$ cat src/design/afimux_pkg.sv
/*
 * Pointer-side definitions for the memory-writer status path: sizes, pointer
 * kinds, the table address layout and the two readings of the command word.
 */
package afimux_pkg;

    localparam int ptr_width = 26;  // pointer payload bits
    localparam int num_chn   = 4;   // compressor channels
    localparam int cyc_bits  = 3;   // 8 scan cycles per channel

    // table kind codes, select code xor 1 lands on the kind
    typedef enum logic [1:0] {
        chunk_wr   = 2'd0,  // select 1
        frame_wr   = 2'd1,  // select 0, internal frame pointer
        chunk_resp = 2'd2,  // select 3
        frame_resp = 2'd3   // select 2
    } ptr_sel_e;

    typedef struct packed {
        ptr_sel_e   sel;  // bits 3:2, pointer kind
        logic [1:0] chn;  // bits 1:0, channel
    } ptr_addr_t;

    typedef struct packed {
        logic       rsvd;  // unused
        logic       set;   // field takes effect only when high
        logic [1:0] sel;   // select code
    } chan_mode_t;

    // mode writes read four channel fields, status writes read the low byte
    typedef union packed {
        chan_mode_t [num_chn-1:0] mode;
        struct packed {
            logic [7:0] rsvd;
            logic [7:0] ctrl;  // status control byte
        } st;
    } cmd_word_u;

endpackage

$ cat src/design/status_pkg.sv
/*
 * Status packet format shared by the generators and the router: base address,
 * packet length, generator modes and the layout of the control byte.
 */
package status_pkg;

    // first of four consecutive status addresses, one per channel
    localparam logic [7:0] status_base_addr = 8'h20;

    // address byte plus four data bytes
    localparam int pkt_bytes = 5;

    typedef enum logic [1:0] {
        mode_off      = 2'd0,  // never sends
        mode_once     = 2'd1,  // one packet per status write
        mode_auto     = 2'd2,  // resend on payload change
        mode_auto_alt = 2'd3   // same as auto
    } status_mode_e;

    /*
     * control byte as written by a status command, the tag comes back in
     * the first data byte of every packet
     */
    typedef struct packed {
        logic [5:0]   seq;   // sequence tag
        status_mode_e mode;  // bits 1:0
    } status_ctrl_t;

endpackage

$ cat src/design/cmd_if.sv
/*
 * Command bus between the top-level command ports and the decoder inside the
 * status block. One data word, a channel address and two write strobes.
 */
`timescale 1ns/1ps

interface cmd_if;

    logic [15:0] cmd_data;   // mode fields or control byte
    logic [1:0]  cmd_a;      // target channel of a status write
    logic        status_we;  // status control write
    logic        mode_we;    // channel mode write

    modport source (
        output cmd_data, cmd_a, status_we, mode_we
    );

    modport decoder (
        input cmd_data, cmd_a, status_we, mode_we
    );

endinterface

$ cat src/design/afimux_status.sv
/*
 * Command decoder and pointer scanner. Keeps one select code per channel,
 * walks the pointer table round-robin and holds a rotated payload per channel
 * for the status generators.
 */
`timescale 1ns/1ps

module afimux_status (
    input  logic                             hclk,
    input  logic                             arst_n,
    cmd_if.decoder                           cmd,
    input  logic                             en,           // scan enable, low holds counter
    output afimux_pkg::ptr_addr_t            ptr_ra,       // table read address
    input  logic [afimux_pkg::ptr_width-1:0] ptr_rd,       // table read data
    output logic [3:0]                       status_wr,    // per-channel status write
    output status_pkg::status_ctrl_t         status_ctrl,  // control byte for status_wr
    output logic [afimux_pkg::ptr_width-1:0] payload [afimux_pkg::num_chn]
);

    afimux_pkg::cmd_word_u           cmd_w;                       // decoded command word
    logic [1:0]                      sel_q [afimux_pkg::num_chn];  // per-channel select
    logic [1:0]                      index;                       // channel being scanned
    logic [afimux_pkg::cyc_bits-1:0] cntr;                        // cycle within channel
    logic                            issue;                       // read slot
    logic                            issue_q;                     // table has the address
    logic                            store_q;                     // ptr_rd valid

    assign cmd_w = cmd.cmd_data;
    assign issue = en && (cntr == '0);

    // mode writes touch only fields with set high
    always_ff @(posedge hclk or negedge arst_n) begin
        if (!arst_n) begin
            for (int i = 0; i < afimux_pkg::num_chn; i++) begin
                sel_q[i] <= '0;
            end
        end else if (cmd.mode_we) begin
            for (int i = 0; i < afimux_pkg::num_chn; i++) begin
                if (cmd_w.mode[i].set) sel_q[i] <= cmd_w.mode[i].sel;
            end
        end
    end

    // status writes become a one-cycle strobe for channel cmd_a
    always_ff @(posedge hclk or negedge arst_n) begin
        if (!arst_n) begin
            status_wr   <= '0;
            status_ctrl <= '0;
        end else begin
            status_wr <= cmd.status_we ? (4'b0001 << cmd.cmd_a) : 4'b0000;
            if (cmd.status_we) begin
                status_ctrl <= status_pkg::status_ctrl_t'(cmd_w.st.ctrl);
            end
        end
    end

    // scan counter {index, cntr}, one read per channel every 8 cycles
    always_ff @(posedge hclk or negedge arst_n) begin
        if (!arst_n) begin
            {index, cntr} <= '0;
            ptr_ra        <= '0;
            issue_q       <= 1'b0;
            store_q       <= 1'b0;
        end else begin
            if (!en) {index, cntr} <= '0;
            else     {index, cntr} <= {index, cntr} + 1'b1;
            if (issue) begin
                ptr_ra.sel <= afimux_pkg::ptr_sel_e'(sel_q[index] ^ 2'b01);  // sel 0 -> frame_wr
                ptr_ra.chn <= index;
            end
            issue_q <= issue;
            store_q <= issue_q;
        end
    end

    // ptr_ra.chn holds until the next issue, so it names the store target
    always_ff @(posedge hclk or negedge arst_n) begin
        if (!arst_n) begin
            for (int i = 0; i < afimux_pkg::num_chn; i++) begin
                payload[i] <= '0;
            end
        end else if (store_q) begin
            payload[ptr_ra.chn] <= {ptr_rd[afimux_pkg::ptr_width-3:0],
                                    ptr_rd[afimux_pkg::ptr_width-1 -: 2]};  // 25:24 -> 1:0
        end
    end

    // while the scan keeps running a store lands on slot 2 of the channel it read
    a_store_slot : assert property (
        @(posedge hclk) disable iff (!arst_n)
        store_q && $past(en) |-> (cntr == 2) && (index == ptr_ra.chn)
    ) else $error("payload store off its scan slot");

endmodule

$ cat src/design/afimux_status_top.sv
/*
 * Top level of the pointer status path: pointer table, scanner and decoder,
 * one status generator per channel and the router onto the status bus.
 */
`timescale 1ns/1ps

module afimux_status_top (
    input  logic        hclk,
    input  logic        arst_n,
    input  logic [15:0] cmd_data,      // mode fields or control byte
    input  logic [1:0]  cmd_a,         // status write channel
    input  logic        status_we,
    input  logic        mode_we,
    input  logic        en,            // scan enable
    input  logic        ptr_we,        // table write port
    input  logic [3:0]  ptr_wa,        // {kind, chn}
    input  logic [25:0] ptr_wd,
    output logic [7:0]  status_ad,     // status bus
    output logic        status_rq,
    input  logic        status_start
);

    cmd_if cmd ();

    afimux_pkg::ptr_addr_t            ptr_ra;
    logic [afimux_pkg::ptr_width-1:0] ptr_rd;
    logic [3:0]                       status_wr;
    status_pkg::status_ctrl_t         status_ctrl;
    logic [afimux_pkg::ptr_width-1:0] payload [afimux_pkg::num_chn];
    logic [7:0]                       ad_g [4];  // generator to router
    logic [3:0]                       rq_g;
    logic [3:0]                       start_g;

    assign cmd.cmd_data  = cmd_data;
    assign cmd.cmd_a     = cmd_a;
    assign cmd.status_we = status_we;
    assign cmd.mode_we   = mode_we;

    chunk_ptr_table u_table (
        .hclk(hclk), .arst_n(arst_n),
        .we(ptr_we), .wa(ptr_wa), .wd(ptr_wd),
        .ra(ptr_ra), .rd(ptr_rd)
    );

    afimux_status u_status (
        .hclk(hclk), .arst_n(arst_n), .cmd(cmd), .en(en),
        .ptr_ra(ptr_ra), .ptr_rd(ptr_rd),
        .status_wr(status_wr), .status_ctrl(status_ctrl), .payload(payload)
    );

    status_generate u_gen0 (
        .hclk(hclk), .arst_n(arst_n), .we(status_wr[0]), .ctrl(status_ctrl),
        .chn(2'd0), .payload(payload[0]), .ad(ad_g[0]), .rq(rq_g[0]), .start(start_g[0])
    );

    status_generate u_gen1 (
        .hclk(hclk), .arst_n(arst_n), .we(status_wr[1]), .ctrl(status_ctrl),
        .chn(2'd1), .payload(payload[1]), .ad(ad_g[1]), .rq(rq_g[1]), .start(start_g[1])
    );

    status_generate u_gen2 (
        .hclk(hclk), .arst_n(arst_n), .we(status_wr[2]), .ctrl(status_ctrl),
        .chn(2'd2), .payload(payload[2]), .ad(ad_g[2]), .rq(rq_g[2]), .start(start_g[2])
    );

    status_generate u_gen3 (
        .hclk(hclk), .arst_n(arst_n), .we(status_wr[3]), .ctrl(status_ctrl),
        .chn(2'd3), .payload(payload[3]), .ad(ad_g[3]), .rq(rq_g[3]), .start(start_g[3])
    );

    status_router4 u_router (
        .hclk(hclk), .arst_n(arst_n),
        .ad_in(ad_g), .rq_in(rq_g), .start_in(start_g),
        .ad_out(status_ad), .rq_out(status_rq), .start_out(status_start)
    );

endmodule

$ cat src/design/chunk_ptr_table.sv
/*
 * Chunk pointer table, four pointer kinds for each of four channels.
 * Written from the top-level port, read by the status scanner one cycle late.
 */
`timescale 1ns/1ps

module chunk_ptr_table (
    input  logic                             hclk,
    input  logic                             arst_n,
    input  logic                             we,  // write strobe
    input  afimux_pkg::ptr_addr_t            wa,  // write address {kind, chn}
    input  logic [afimux_pkg::ptr_width-1:0] wd,  // write data
    input  afimux_pkg::ptr_addr_t            ra,  // read address
    output logic [afimux_pkg::ptr_width-1:0] rd   // read data, one cycle after ra
);

    logic [afimux_pkg::ptr_width-1:0] mem [16];  // four kinds per channel

    always_ff @(posedge hclk) begin
        if (we) begin
            mem[wa] <= wd;  // readable from next cycle on
        end
    end

    // registered read port, old data on a same-cycle write
    always_ff @(posedge hclk) begin
        rd <= mem[ra];
    end

    // a write with a floating address would corrupt an unknown entry
    a_wa_known : assert property (
        @(posedge hclk) disable iff (!arst_n)
        we |-> !$isunknown(wa)
    ) else $error("pointer table write with unknown address");

endmodule

$ cat src/design/status_generate.sv
/*
 * Status packet generator for one channel. A status write sets the mode and
 * the tag; a packet goes out once per one-shot write, or on every payload
 * change in auto mode. Payload is copied at start and sent as four bytes.
 */
`timescale 1ns/1ps

module status_generate (
    input  logic                             hclk,
    input  logic                             arst_n,
    input  logic                             we,       // control write for this channel
    input  status_pkg::status_ctrl_t         ctrl,     // mode and seq tag
    input  logic [1:0]                       chn,      // own channel number
    input  logic [afimux_pkg::ptr_width-1:0] payload,  // current pointer
    output logic [7:0]                       ad,       // address, then data bytes
    output logic                             rq,       // packet request
    input  logic                             start     // address byte accepted
);

    status_pkg::status_mode_e         mode_q;     // latched mode
    logic [5:0]                       seq_q;      // latched tag
    logic [afimux_pkg::ptr_width-1:0] payload_d;  // last cycle's payload
    logic [afimux_pkg::ptr_width-1:0] pkt_q;      // payload frozen at start
    logic                             busy;       // data bytes in flight
    logic [1:0]                       cnt;        // data byte index
    logic                             is_auto;
    logic                             changed;

    assign is_auto = (mode_q == status_pkg::mode_auto) ||
                     (mode_q == status_pkg::mode_auto_alt);
    assign changed = (payload != payload_d);

    always_ff @(posedge hclk or negedge arst_n) begin
        if (!arst_n) begin
            mode_q <= status_pkg::mode_off;
            seq_q  <= '0;
        end else if (we) begin
            mode_q <= ctrl.mode;
            seq_q  <= ctrl.seq;
        end
    end

    always_ff @(posedge hclk) begin
        payload_d <= payload;  // change detect
        if (start) pkt_q <= payload;  // newest value wins
    end

    // new requests after the clear so a change at start is not lost
    always_ff @(posedge hclk or negedge arst_n) begin
        if (!arst_n) begin
            rq <= 1'b0;
        end else begin
            if (start) rq <= 1'b0;
            if (we && (ctrl.mode == status_pkg::mode_once)) rq <= 1'b1;
            if (is_auto && changed) rq <= 1'b1;  // merges into a pending rq
        end
    end

    // four data bytes on the cycles after start
    always_ff @(posedge hclk or negedge arst_n) begin
        if (!arst_n) begin
            busy <= 1'b0;
            cnt  <= '0;
        end else if (start) begin
            busy <= 1'b1;
            cnt  <= '0;
        end else if (busy) begin
            if (cnt == 2'(status_pkg::pkt_bytes - 2)) busy <= 1'b0;
            cnt <= cnt + 1'b1;
        end
    end

    always_comb begin
        if (!busy) begin
            ad = status_pkg::status_base_addr + {6'b0, chn};  // address byte
        end else begin
            case (cnt)
                2'd0:    ad = {seq_q, pkt_q[1:0]};
                2'd1:    ad = pkt_q[9:2];
                2'd2:    ad = pkt_q[17:10];
                default: ad = pkt_q[25:18];
            endcase
        end
    end

    // the router must only accept a byte that was asked for
    a_start_needs_rq : assert property (
        @(posedge hclk) disable iff (!arst_n)
        start |-> rq
    ) else $error("status start while rq low");

endmodule

$ cat src/design/status_router4.sv
/*
 * Four-to-one status router. While idle it grants round-robin from the last
 * winner and shows that generator's address byte directly; after start it
 * stays locked to the winner until the last data byte has gone by.
 */
`timescale 1ns/1ps

module status_router4 (
    input  logic       hclk,
    input  logic       arst_n,
    input  logic [7:0] ad_in [4],  // generator address/data
    input  logic [3:0] rq_in,      // generator requests
    output logic [3:0] start_in,   // start to the granted generator
    output logic [7:0] ad_out,     // merged status bus
    output logic       rq_out,
    input  logic       start_out   // downstream accepted address
);

    logic       locked;    // packet in flight
    logic [3:0] gnt_q;     // one-hot, last or current winner
    logic [1:0] cnt;       // data bytes passed
    logic [1:0] last_idx;  // index of gnt_q
    logic [3:0] nxt_gnt;   // idle grant candidate
    logic [3:0] cur_gnt;   // grant driving the bus

    always_comb begin
        last_idx = '0;
        for (int i = 0; i < 4; i++) begin
            if (gnt_q[i]) last_idx = 2'(i);
        end
    end

    // scan from far to near so last_idx + 1 has top priority
    always_comb begin
        logic [1:0] idx;
        nxt_gnt = '0;
        for (int k = 4; k >= 1; k--) begin
            idx = last_idx + 2'(k);
            if (rq_in[idx]) nxt_gnt = 4'b0001 << idx;
        end
    end

    assign cur_gnt  = locked ? gnt_q : nxt_gnt;
    assign rq_out   = !locked && (|rq_in);  // nxt_gnt covers any rq
    assign start_in = (start_out && !locked) ? nxt_gnt : 4'b0000;

    always_comb begin
        ad_out = '0;
        for (int i = 0; i < 4; i++) begin
            if (cur_gnt[i]) ad_out = ad_in[i];
        end
    end

    always_ff @(posedge hclk or negedge arst_n) begin
        if (!arst_n) begin
            locked <= 1'b0;
            gnt_q  <= 4'b1000;  // channel 0 wins first
            cnt    <= '0;
        end else if (!locked) begin
            if (start_out && (|nxt_gnt)) begin
                locked <= 1'b1;
                gnt_q  <= nxt_gnt;
                cnt    <= '0;
            end
        end else begin
            if (cnt == 2'(status_pkg::pkt_bytes - 2)) locked <= 1'b0;  // last data byte
            cnt <= cnt + 1'b1;
        end
    end

    // a packet keeps exactly one owner from start to its last byte
    a_lock_onehot : assert property (
        @(posedge hclk) disable iff (!arst_n)
        locked |-> $onehot(gnt_q) && (!$past(locked) || $stable(gnt_q))
    ) else $error("router grant not one-hot while locked");

endmodule

$ cat config.mk
export PLATFORM = sky130hd
export DESIGN_NAME = afimux_status_top
export DESIGN_NICKNAME = d
export VERILOG_FILES = /design/src/design/afimux_pkg.sv /design/src/design/status_pkg.sv /design/src/design/cmd_if.sv /design/src/design/afimux_status.sv /design/src/design/afimux_status_top.sv /design/src/design/chunk_ptr_table.sv /design/src/design/status_generate.sv /design/src/design/status_router4.sv
export SDC_FILE = /design/constraint.sdc
export NUM_CORES = 1
export LEC_CHECK = 0
export BUFFER_PORTS_ARGS = -buffer_cell sky130_fd_sc_hd__buf_2
export CORE_UTILIZATION = 55
export DETAILED_ROUTE_END_ITERATION = 16
export PLACE_DENSITY = 0.77
export RECOVER_POWER = 50
export SYNTH_ARGS = -nofsm -noshare
export SYNTH_HDL_FRONTEND = slang
export SYNTH_SLANG_ARGS = --single-unit
$ cat constraint.sdc
create_clock -name hclk -period 3.45 [get_ports hclk]
set_input_delay 0.1725 -clock hclk [delete_from_list [all_inputs] [get_ports hclk]]
set_output_delay 0.1725 -clock hclk [all_outputs]
set_load 0.03 [all_outputs]
# After elaboration in Yosys (flattened, before gate mapping)
# Memories as Yosys holds them, arrays and structs flattened. A register that Yosys moved wholly into a read port is not among the register bits.
# Cells that the tools add are included.
[word_totals]
ram_bits = 416
register_bits = 398
output_inout_bits = 9
n_memories = 1
[classes]
n_bitwise = 4
n_eq_ne = 26
n_addsub = 9
mux = 77
order_cmp = 7
reduce_logical = 39
n_shift = 5
[memory_table]
columns = ["memory", "depth", "word_bits", "read_ports", "rd_ports_with_merged_regs", "wr", "line", "text"]
rows = [
  ["u_table.mem", 16, 26, 1, 1, 1, "chunk_ptr_table.sv:17", "logic [afimux_pkg::ptr_width-1:0] mem [16];"],
]
[op_table]
columns = ["op", "n"]
rows = [
  ["$bwmux 104", 1],
  ["$ne 26x26->1", 4],
  ["$pmux 8 s3", 4],
  ["$mux 8", 8],
  ["$demux 26 s2", 1],
  ["$eq 2x2->1 const B", 17],
  ["$mux 1", 34],
  ["$mux 2", 15],
  ["$mux 4", 7],
  ["$mux 26", 1],
  ["$shl 1x2->4 const A", 5],
  ["$logic_and 1x1->1", 13],
  ["$add 2x1->2 const B", 6],
  ["$lt 2x3->1 const B", 4],
  ["$reduce_bool 3->1", 4],
  ["$eq 2x1->1 const B", 5],
  ["$reduce_and 2->1", 5],
  ["$reduce_bool 2->1", 5],
  ["$bmux 1 s2", 4],
  ["$logic_not 2->1", 4],
  ["$reduce_or 4->1", 2],
  ["$ge 3x3->1 const B", 2],
  ["$not 2->3", 2],
  ["$add 5x1->5 const B", 1],
  ["other kinds (8)", 13],
]

# Logic depth before layout (Yosys ltp)
[logic_depth]
word_depth = 14
depth_mapped = 13

# Modules after synthesis
# Synthesis repeated with hierarchy kept, for this count alone.
[hier_totals]
cells_unflattened = 1792
hier_area_um2 = 32200.9
[by_module_without_submodules]
columns = ["module", "area_per_inst_um2", "cells_per_inst", "instances"]
rows = [
  ["chunk_ptr_table", 16377.0, 686, 1],
  ["status_generate", 2311.0, 156, 4],
  ["afimux_status", 5107.4, 300, 1],
  ["status_router4", 1465.2, 180, 1],
  ["afimux_status_top", 7.5, 2, 1],
]

# Worst setup path after synthesis
# Ideal clock, no wire load.
[synth_timing]
path_type = "reg2out"
startpoint = "register u_router.gnt_q[3]"
endpoint = "output port status_ad[4]"
path_stages_with_launch = 14
path_slack_ns = -0.410
arrival_ns = 3.688
path_buffers = 3
path_cell_list = "dfstp_2 buf_4 inv_1 nand2_1 ha_1 clkbuf_2 mux2i_1 a21boi_1 o221ai_1 a2111oi_4 nand2b_1 buf_6 o2111ai_1 a311oi_1"
[synth_via]
elab_chain_len = 12
[synth_rtl]
columns = ["element", "line", "text"]
rows = [
  ["start, declared", "status_router4.sv:20", "logic [3:0] gnt_q;"],
  ["start signal, assigned", "status_router4.sv:62", "gnt_q <= nxt_gnt;"],
  ["$mux 2", "status_router4.sv:29", "if (gnt_q[i]) last_idx = 2'(i);"],
  ["$add 2x2->2 / $bmux 1 s2 (equally long branches)", "status_router4.sv:38, status_router4.sv:39", ""],
  ["$bmux 1 s2 / $mux 1 (equally long branches)", "status_router4.sv:39", "if (rq_in[idx]) nxt_gnt = 4'b0001 << idx;"],
  ["$mux 1 (implied by the code) / $mux 4 (equally long branches)", "status_router4.sv:39", ""],
  ["$mux 4 (3 in a row)", "status_router4.sv:39", ""],
  ["$mux 4 (*)", "status_router4.sv:43", "assign cur_gnt = locked ? gnt_q : nxt_gnt;"],
  ["$mux 8 (3 in a row)", "status_router4.sv:50", "if (cur_gnt[i]) ad_out = ad_in[i];"],
  ["$mux 8 (*)", "status_router4.sv:50", ""],
  ["end, declared", "afimux_status_top.sv:18", "output logic [7:0] status_ad,"],
]
# Mark *: on every way between the ends. The rest lies on a longest branch, timed or not. The select of a mux whose other input is x is not followed.

# Final worst setup path
# Same ends and word-level chain as after synthesis.

==> reports/results.md <==
* **Highest Signal Layer** met4
* **count of endpoints failing setup in the final report** 8
* **Setup Slack @ Placement** -0.0311 ns
* **# nets final** 1975
* **post-synthesis sequential element count** 836
* **largest family of logic cells by synthesized area** multiplexers
* **area grow syn2layout** 16.6%
* **share of the cycle needed by the critical path after routing** 108%
* **worst-case setup margin in the final layout** -0.288 ns
* **critical path buffer and inverter count** 1
* **largest fanout on the critical path** 8
* **buffer cell driving the clock tree root** clkbuf_16
* **input/output buffers** 61
* **Die W** 241 um
* **Cell variety after synth** 66
* **cell types with the largest area share after synthesis** edfxtp_1, dfrtp_1, mux4_2
* **clock-pin transition on the worst setup and hold timing paths** 0.06 ns
* **crit end category** output port
* **slowest library cell on the worst path** o311a_4
* **via count** 16366
* **biggest area consumer among synthesized cells** edfxtp_1
* **launching point of the worst reg2reg path** u_router.gnt_q[3]
* **largest net degree at the start of global routing** 90
* **critical path cell sequence** or2_4 -> ha_4 -> mux2i_4 -> o21ai_1 -> a21o_1 -> o311a_4 -> o2111ai_4 -> a21oi_2 -> a311oi_2 -> buf_4
* **Final Routed Wirelength** 72400 um
* **core utilization of the finished layout** 64.9%
* **post-synthesis simple-gate area fraction** 2.98%
* **element type at the critical path start** register
* **crit path time final** 3.74 ns
* **most instantiated flip-flop cell in the synthesis netlist** edfxtp_1
* **critical path data arrival time** 3.57 ns
* **fraction of post-synthesis cell area in the top cell type by area** 49.7%
* **number of antenna violations at the first check in global routing** 2
* **count of H-tree levels built during CTS** 3
* **Leakage Power** 13.3 nW
* **Least-Margin Pin Slew** 2.31 ns
* **first-pass GRT wire length** 108000 um
* **post-route worst hold slack** 0.248 ns
* **Max-Slew Margin vs Limit** -53.8%
* **count of flip-flops with a built-in enable after synthesis** 520
* **synthesized-area fraction occupied by adder cells** 1.07%
* **internal reg-to-reg setup slack** 0.36 ns
* **power per cell area** 794 nW/um^2
* **CP Data Required Time** 3.28 ns
* **Async SR Flop Fraction** 22.2%
* **portion of the post-synthesis area used by sequential elements** 72.7%
* **DRT iter0 DRCs** 1685
* **Total GRT Usage** 25.8%
* **worst hold path endpoint** u_table.mem[10][25]
* **met2 wirelength from detailed routing** 36000 um
* **class of the most critical hold timing path** input port to register
* **number of max-capacitance violations reported** 1
* **drt wl/cell** 26.6 um
* **total clock sinks** 836
* **type of the worst setup path** register to output port
* **combined area of the multi-input logic cells** 8550 um^2
* **number of ports placed on the die boundary** 64
* **Final Max Slew Viols** 89
* **syn avg cell area** 18.5 um^2
* **Reg2Reg Capture Point** u_gen0.pkt_q[13]
* **Hold Path Cell Cnt** 3
* **Final Skew** 0.0281 ns
* **fill cell count** 3660
* **number of cells on the worst reg-to-reg path** 10
* **most frequent cells in the layout** edfxtp_1, dfrtp_1, mux2_2
* **Ys Warns** 0
* **peak clock frequency supported by timing** 268 MHz
* **Syn Std Cell Area** 31400 um^2
* **fraction of layout cells with a size suffix above 1** 28.7%
* **maximum count of clock buffers along a single path** 3
* **Syn Inst Count** 1704
* **critical hold path startpoint** ptr_wa[3]
* **area share of xor/xnor cells in the synthesized design** 3.12%
* **clock buffers created by TritonCTS** 83
* **family of cells with the greatest summed delay on the critical path** compound AO/OA/AOI/OAI gates
* **violated checks** max-capacitance violations, max-slew violations, negative setup slack
* **first-pass detailed-route iteration total** 7
* **most common cell after layout, fill and taps aside** edfxtp_1
* **gpl congestion** 0.924
* **TritonCTS clock tree** built
* **worst-skew pair later-pin latency** 0.62 ns
* **sum of net half-perimeters after detailed placement** 42100 um
* **met1 wire length** 28200 um
* **Vias per Instance** 6.02
* **critical path's largest stage delay** 0.39 ns
* **area of the die** 58100 um^2
* **result of the run** complete, but fails checks
* **Hold Fails Final Rpt** 0
* **DRT antenna net count** 0
* **Die Span Y** 241 um
* **remaining global-route overflow** 0
* **synthesized netlist net count** 1786
* **std cell rows** 87
* **Initial Utilization** 55.7%
* **via count of the first global-routing pass** 17278
* **unrepaired setup endpoints after global routing** true
* **drc violations** 0
* **Core Box Area** 56500 um^2
* **storage element area** 22900 um^2
* **synthesized-area fraction occupied by ao, oa, aoi and oai cells** 3.57%
* **multiplexer fraction of the synthesized cell area** 15.2%
* **worst IR drop on VDD** 0.876 mV
* **Met3 Routed Length** 5240 um
per-stage QoR:
step	TNS (ns)	total power, mW	cell area (um^2)	std cells
after floorplan	-0.0782	16.8	31600	1704
after global placement	0	19.0	33200	2503
after detailed placement	-0.0311	19.2	33200	2503
after CTS	-1.98	29.0	36700	2714
after global routing	-3.03	30.2	36700	2716
final	-1.99	29.1	36700	2717
layer usage:
| layer | GRT usage, % | vias to the layer above |
|---|---|---|
| met4 | 11.8 | 0 |
| met2 | 42.5 | 696 |
| met5 | 0 | - |
| met1 | 33.8 | 8481 |
| li1 | - | 7038 |
| met3 | 4.31 | 151 |
power breakdown:
part	internal [mW]	total, mW	switching [mW]	leakage, nW
combinational	2.97	6.87	3.90	3.74
clock	5.43	9.13	3.70	1.35
sequential	12.0	13.1	1.17	8.17
total	20.4	29.1	8.77	13.3
worst reg2reg max path, delay by kind of cell (launching register included):
family / cells / cell delay [ns]
and+or+nand+nor: 3 / 0.74
AOI/OAI and AO/OA: 2 / 0.53
buffers and inverters: 3 / 0.52
DFF: 1 / 0.38
adders and majority gates: 1 / 0.34
muxes: 1 / 0.27
synthesized netlist by cell type, types with 15 or more instances:
cell type,n
edfxtp_1,520
dfrtp_1,185
mux2_2,151
mux4_2,132
dfxtp_1,130
xnor2_1,71
nand2_1,56
clkbuf_1,49
xor2_1,41
nor2_1,37
a222oi_1,33
o21ai_0,33
inv_1,30
ha_1,27
nand4_1,20
buf_1,15
nand3_1,15
worst max-delay path by stage:
stage                       from      endpoint  slack [ns]  cells after the start
2_1_floorplan  u_router.gnt_q[2]  status_ad[4]       -0.08                     13
3_3_place_gp   u_router.gnt_q[2]  status_ad[6]        0.06                     10
3_5_place_dp   u_router.gnt_q[2]  status_ad[6]       -0.03                     10
4_1_cts        u_router.gnt_q[3]  status_ad[4]       -0.29                     11
5_1_grt        u_router.gnt_q[2]  status_ad[0]       -0.42                     10
6_report       u_router.gnt_q[3]  status_ad[4]       -0.29                     10
cell type report:
class                   count  share of cell area [%]
clock inverters            42                    1.20
diodes                      1                 0.00682
multi-input cells         765                    23.3
clock buffers             110                    6.36
repair buffers            176                    3.86
well taps                 756                    2.58
flip-flops and latches    836                    62.4
inverters                  31                   0.317
cells by family after synthesis:
group	count (synthesis)
AOI/OAI and AO/OA	143
and+or+nand+nor	189
buffers and inverters	103
adders and majority gates	27
DFF	836
xor gates and xnor gates	112
muxes	294
registers in the layout (all words and copies together) (netlist names), 6 cells and up:
name                  count
u_gen1.seq_q              6
u_gen2.seq_q              6
u_status.status_ctrl      8
u_gen0.payload_d         26
u_gen2.pkt_q             26
u_gen1.pkt_q             26
u_gen3.seq_q              6
u_table.rd               26
u_gen0.seq_q              6
u_table.mem             416
u_status.payload        104
u_gen2.payload_d         26
u_status.sel_q            8
u_gen3.payload_d         26
u_gen1.payload_d         26
u_gen0.pkt_q             26
u_gen3.pkt_q             26
timing repair:
item	4_1_cts	5_1_grt
endpoints found under the hold margin	528	0
resized for setup	45	9
setup buffers	8	2
pin swaps	13	6
hold buffers	52	0
setup endpoints to repair	8	8
(Power assumes the default switching activity.)
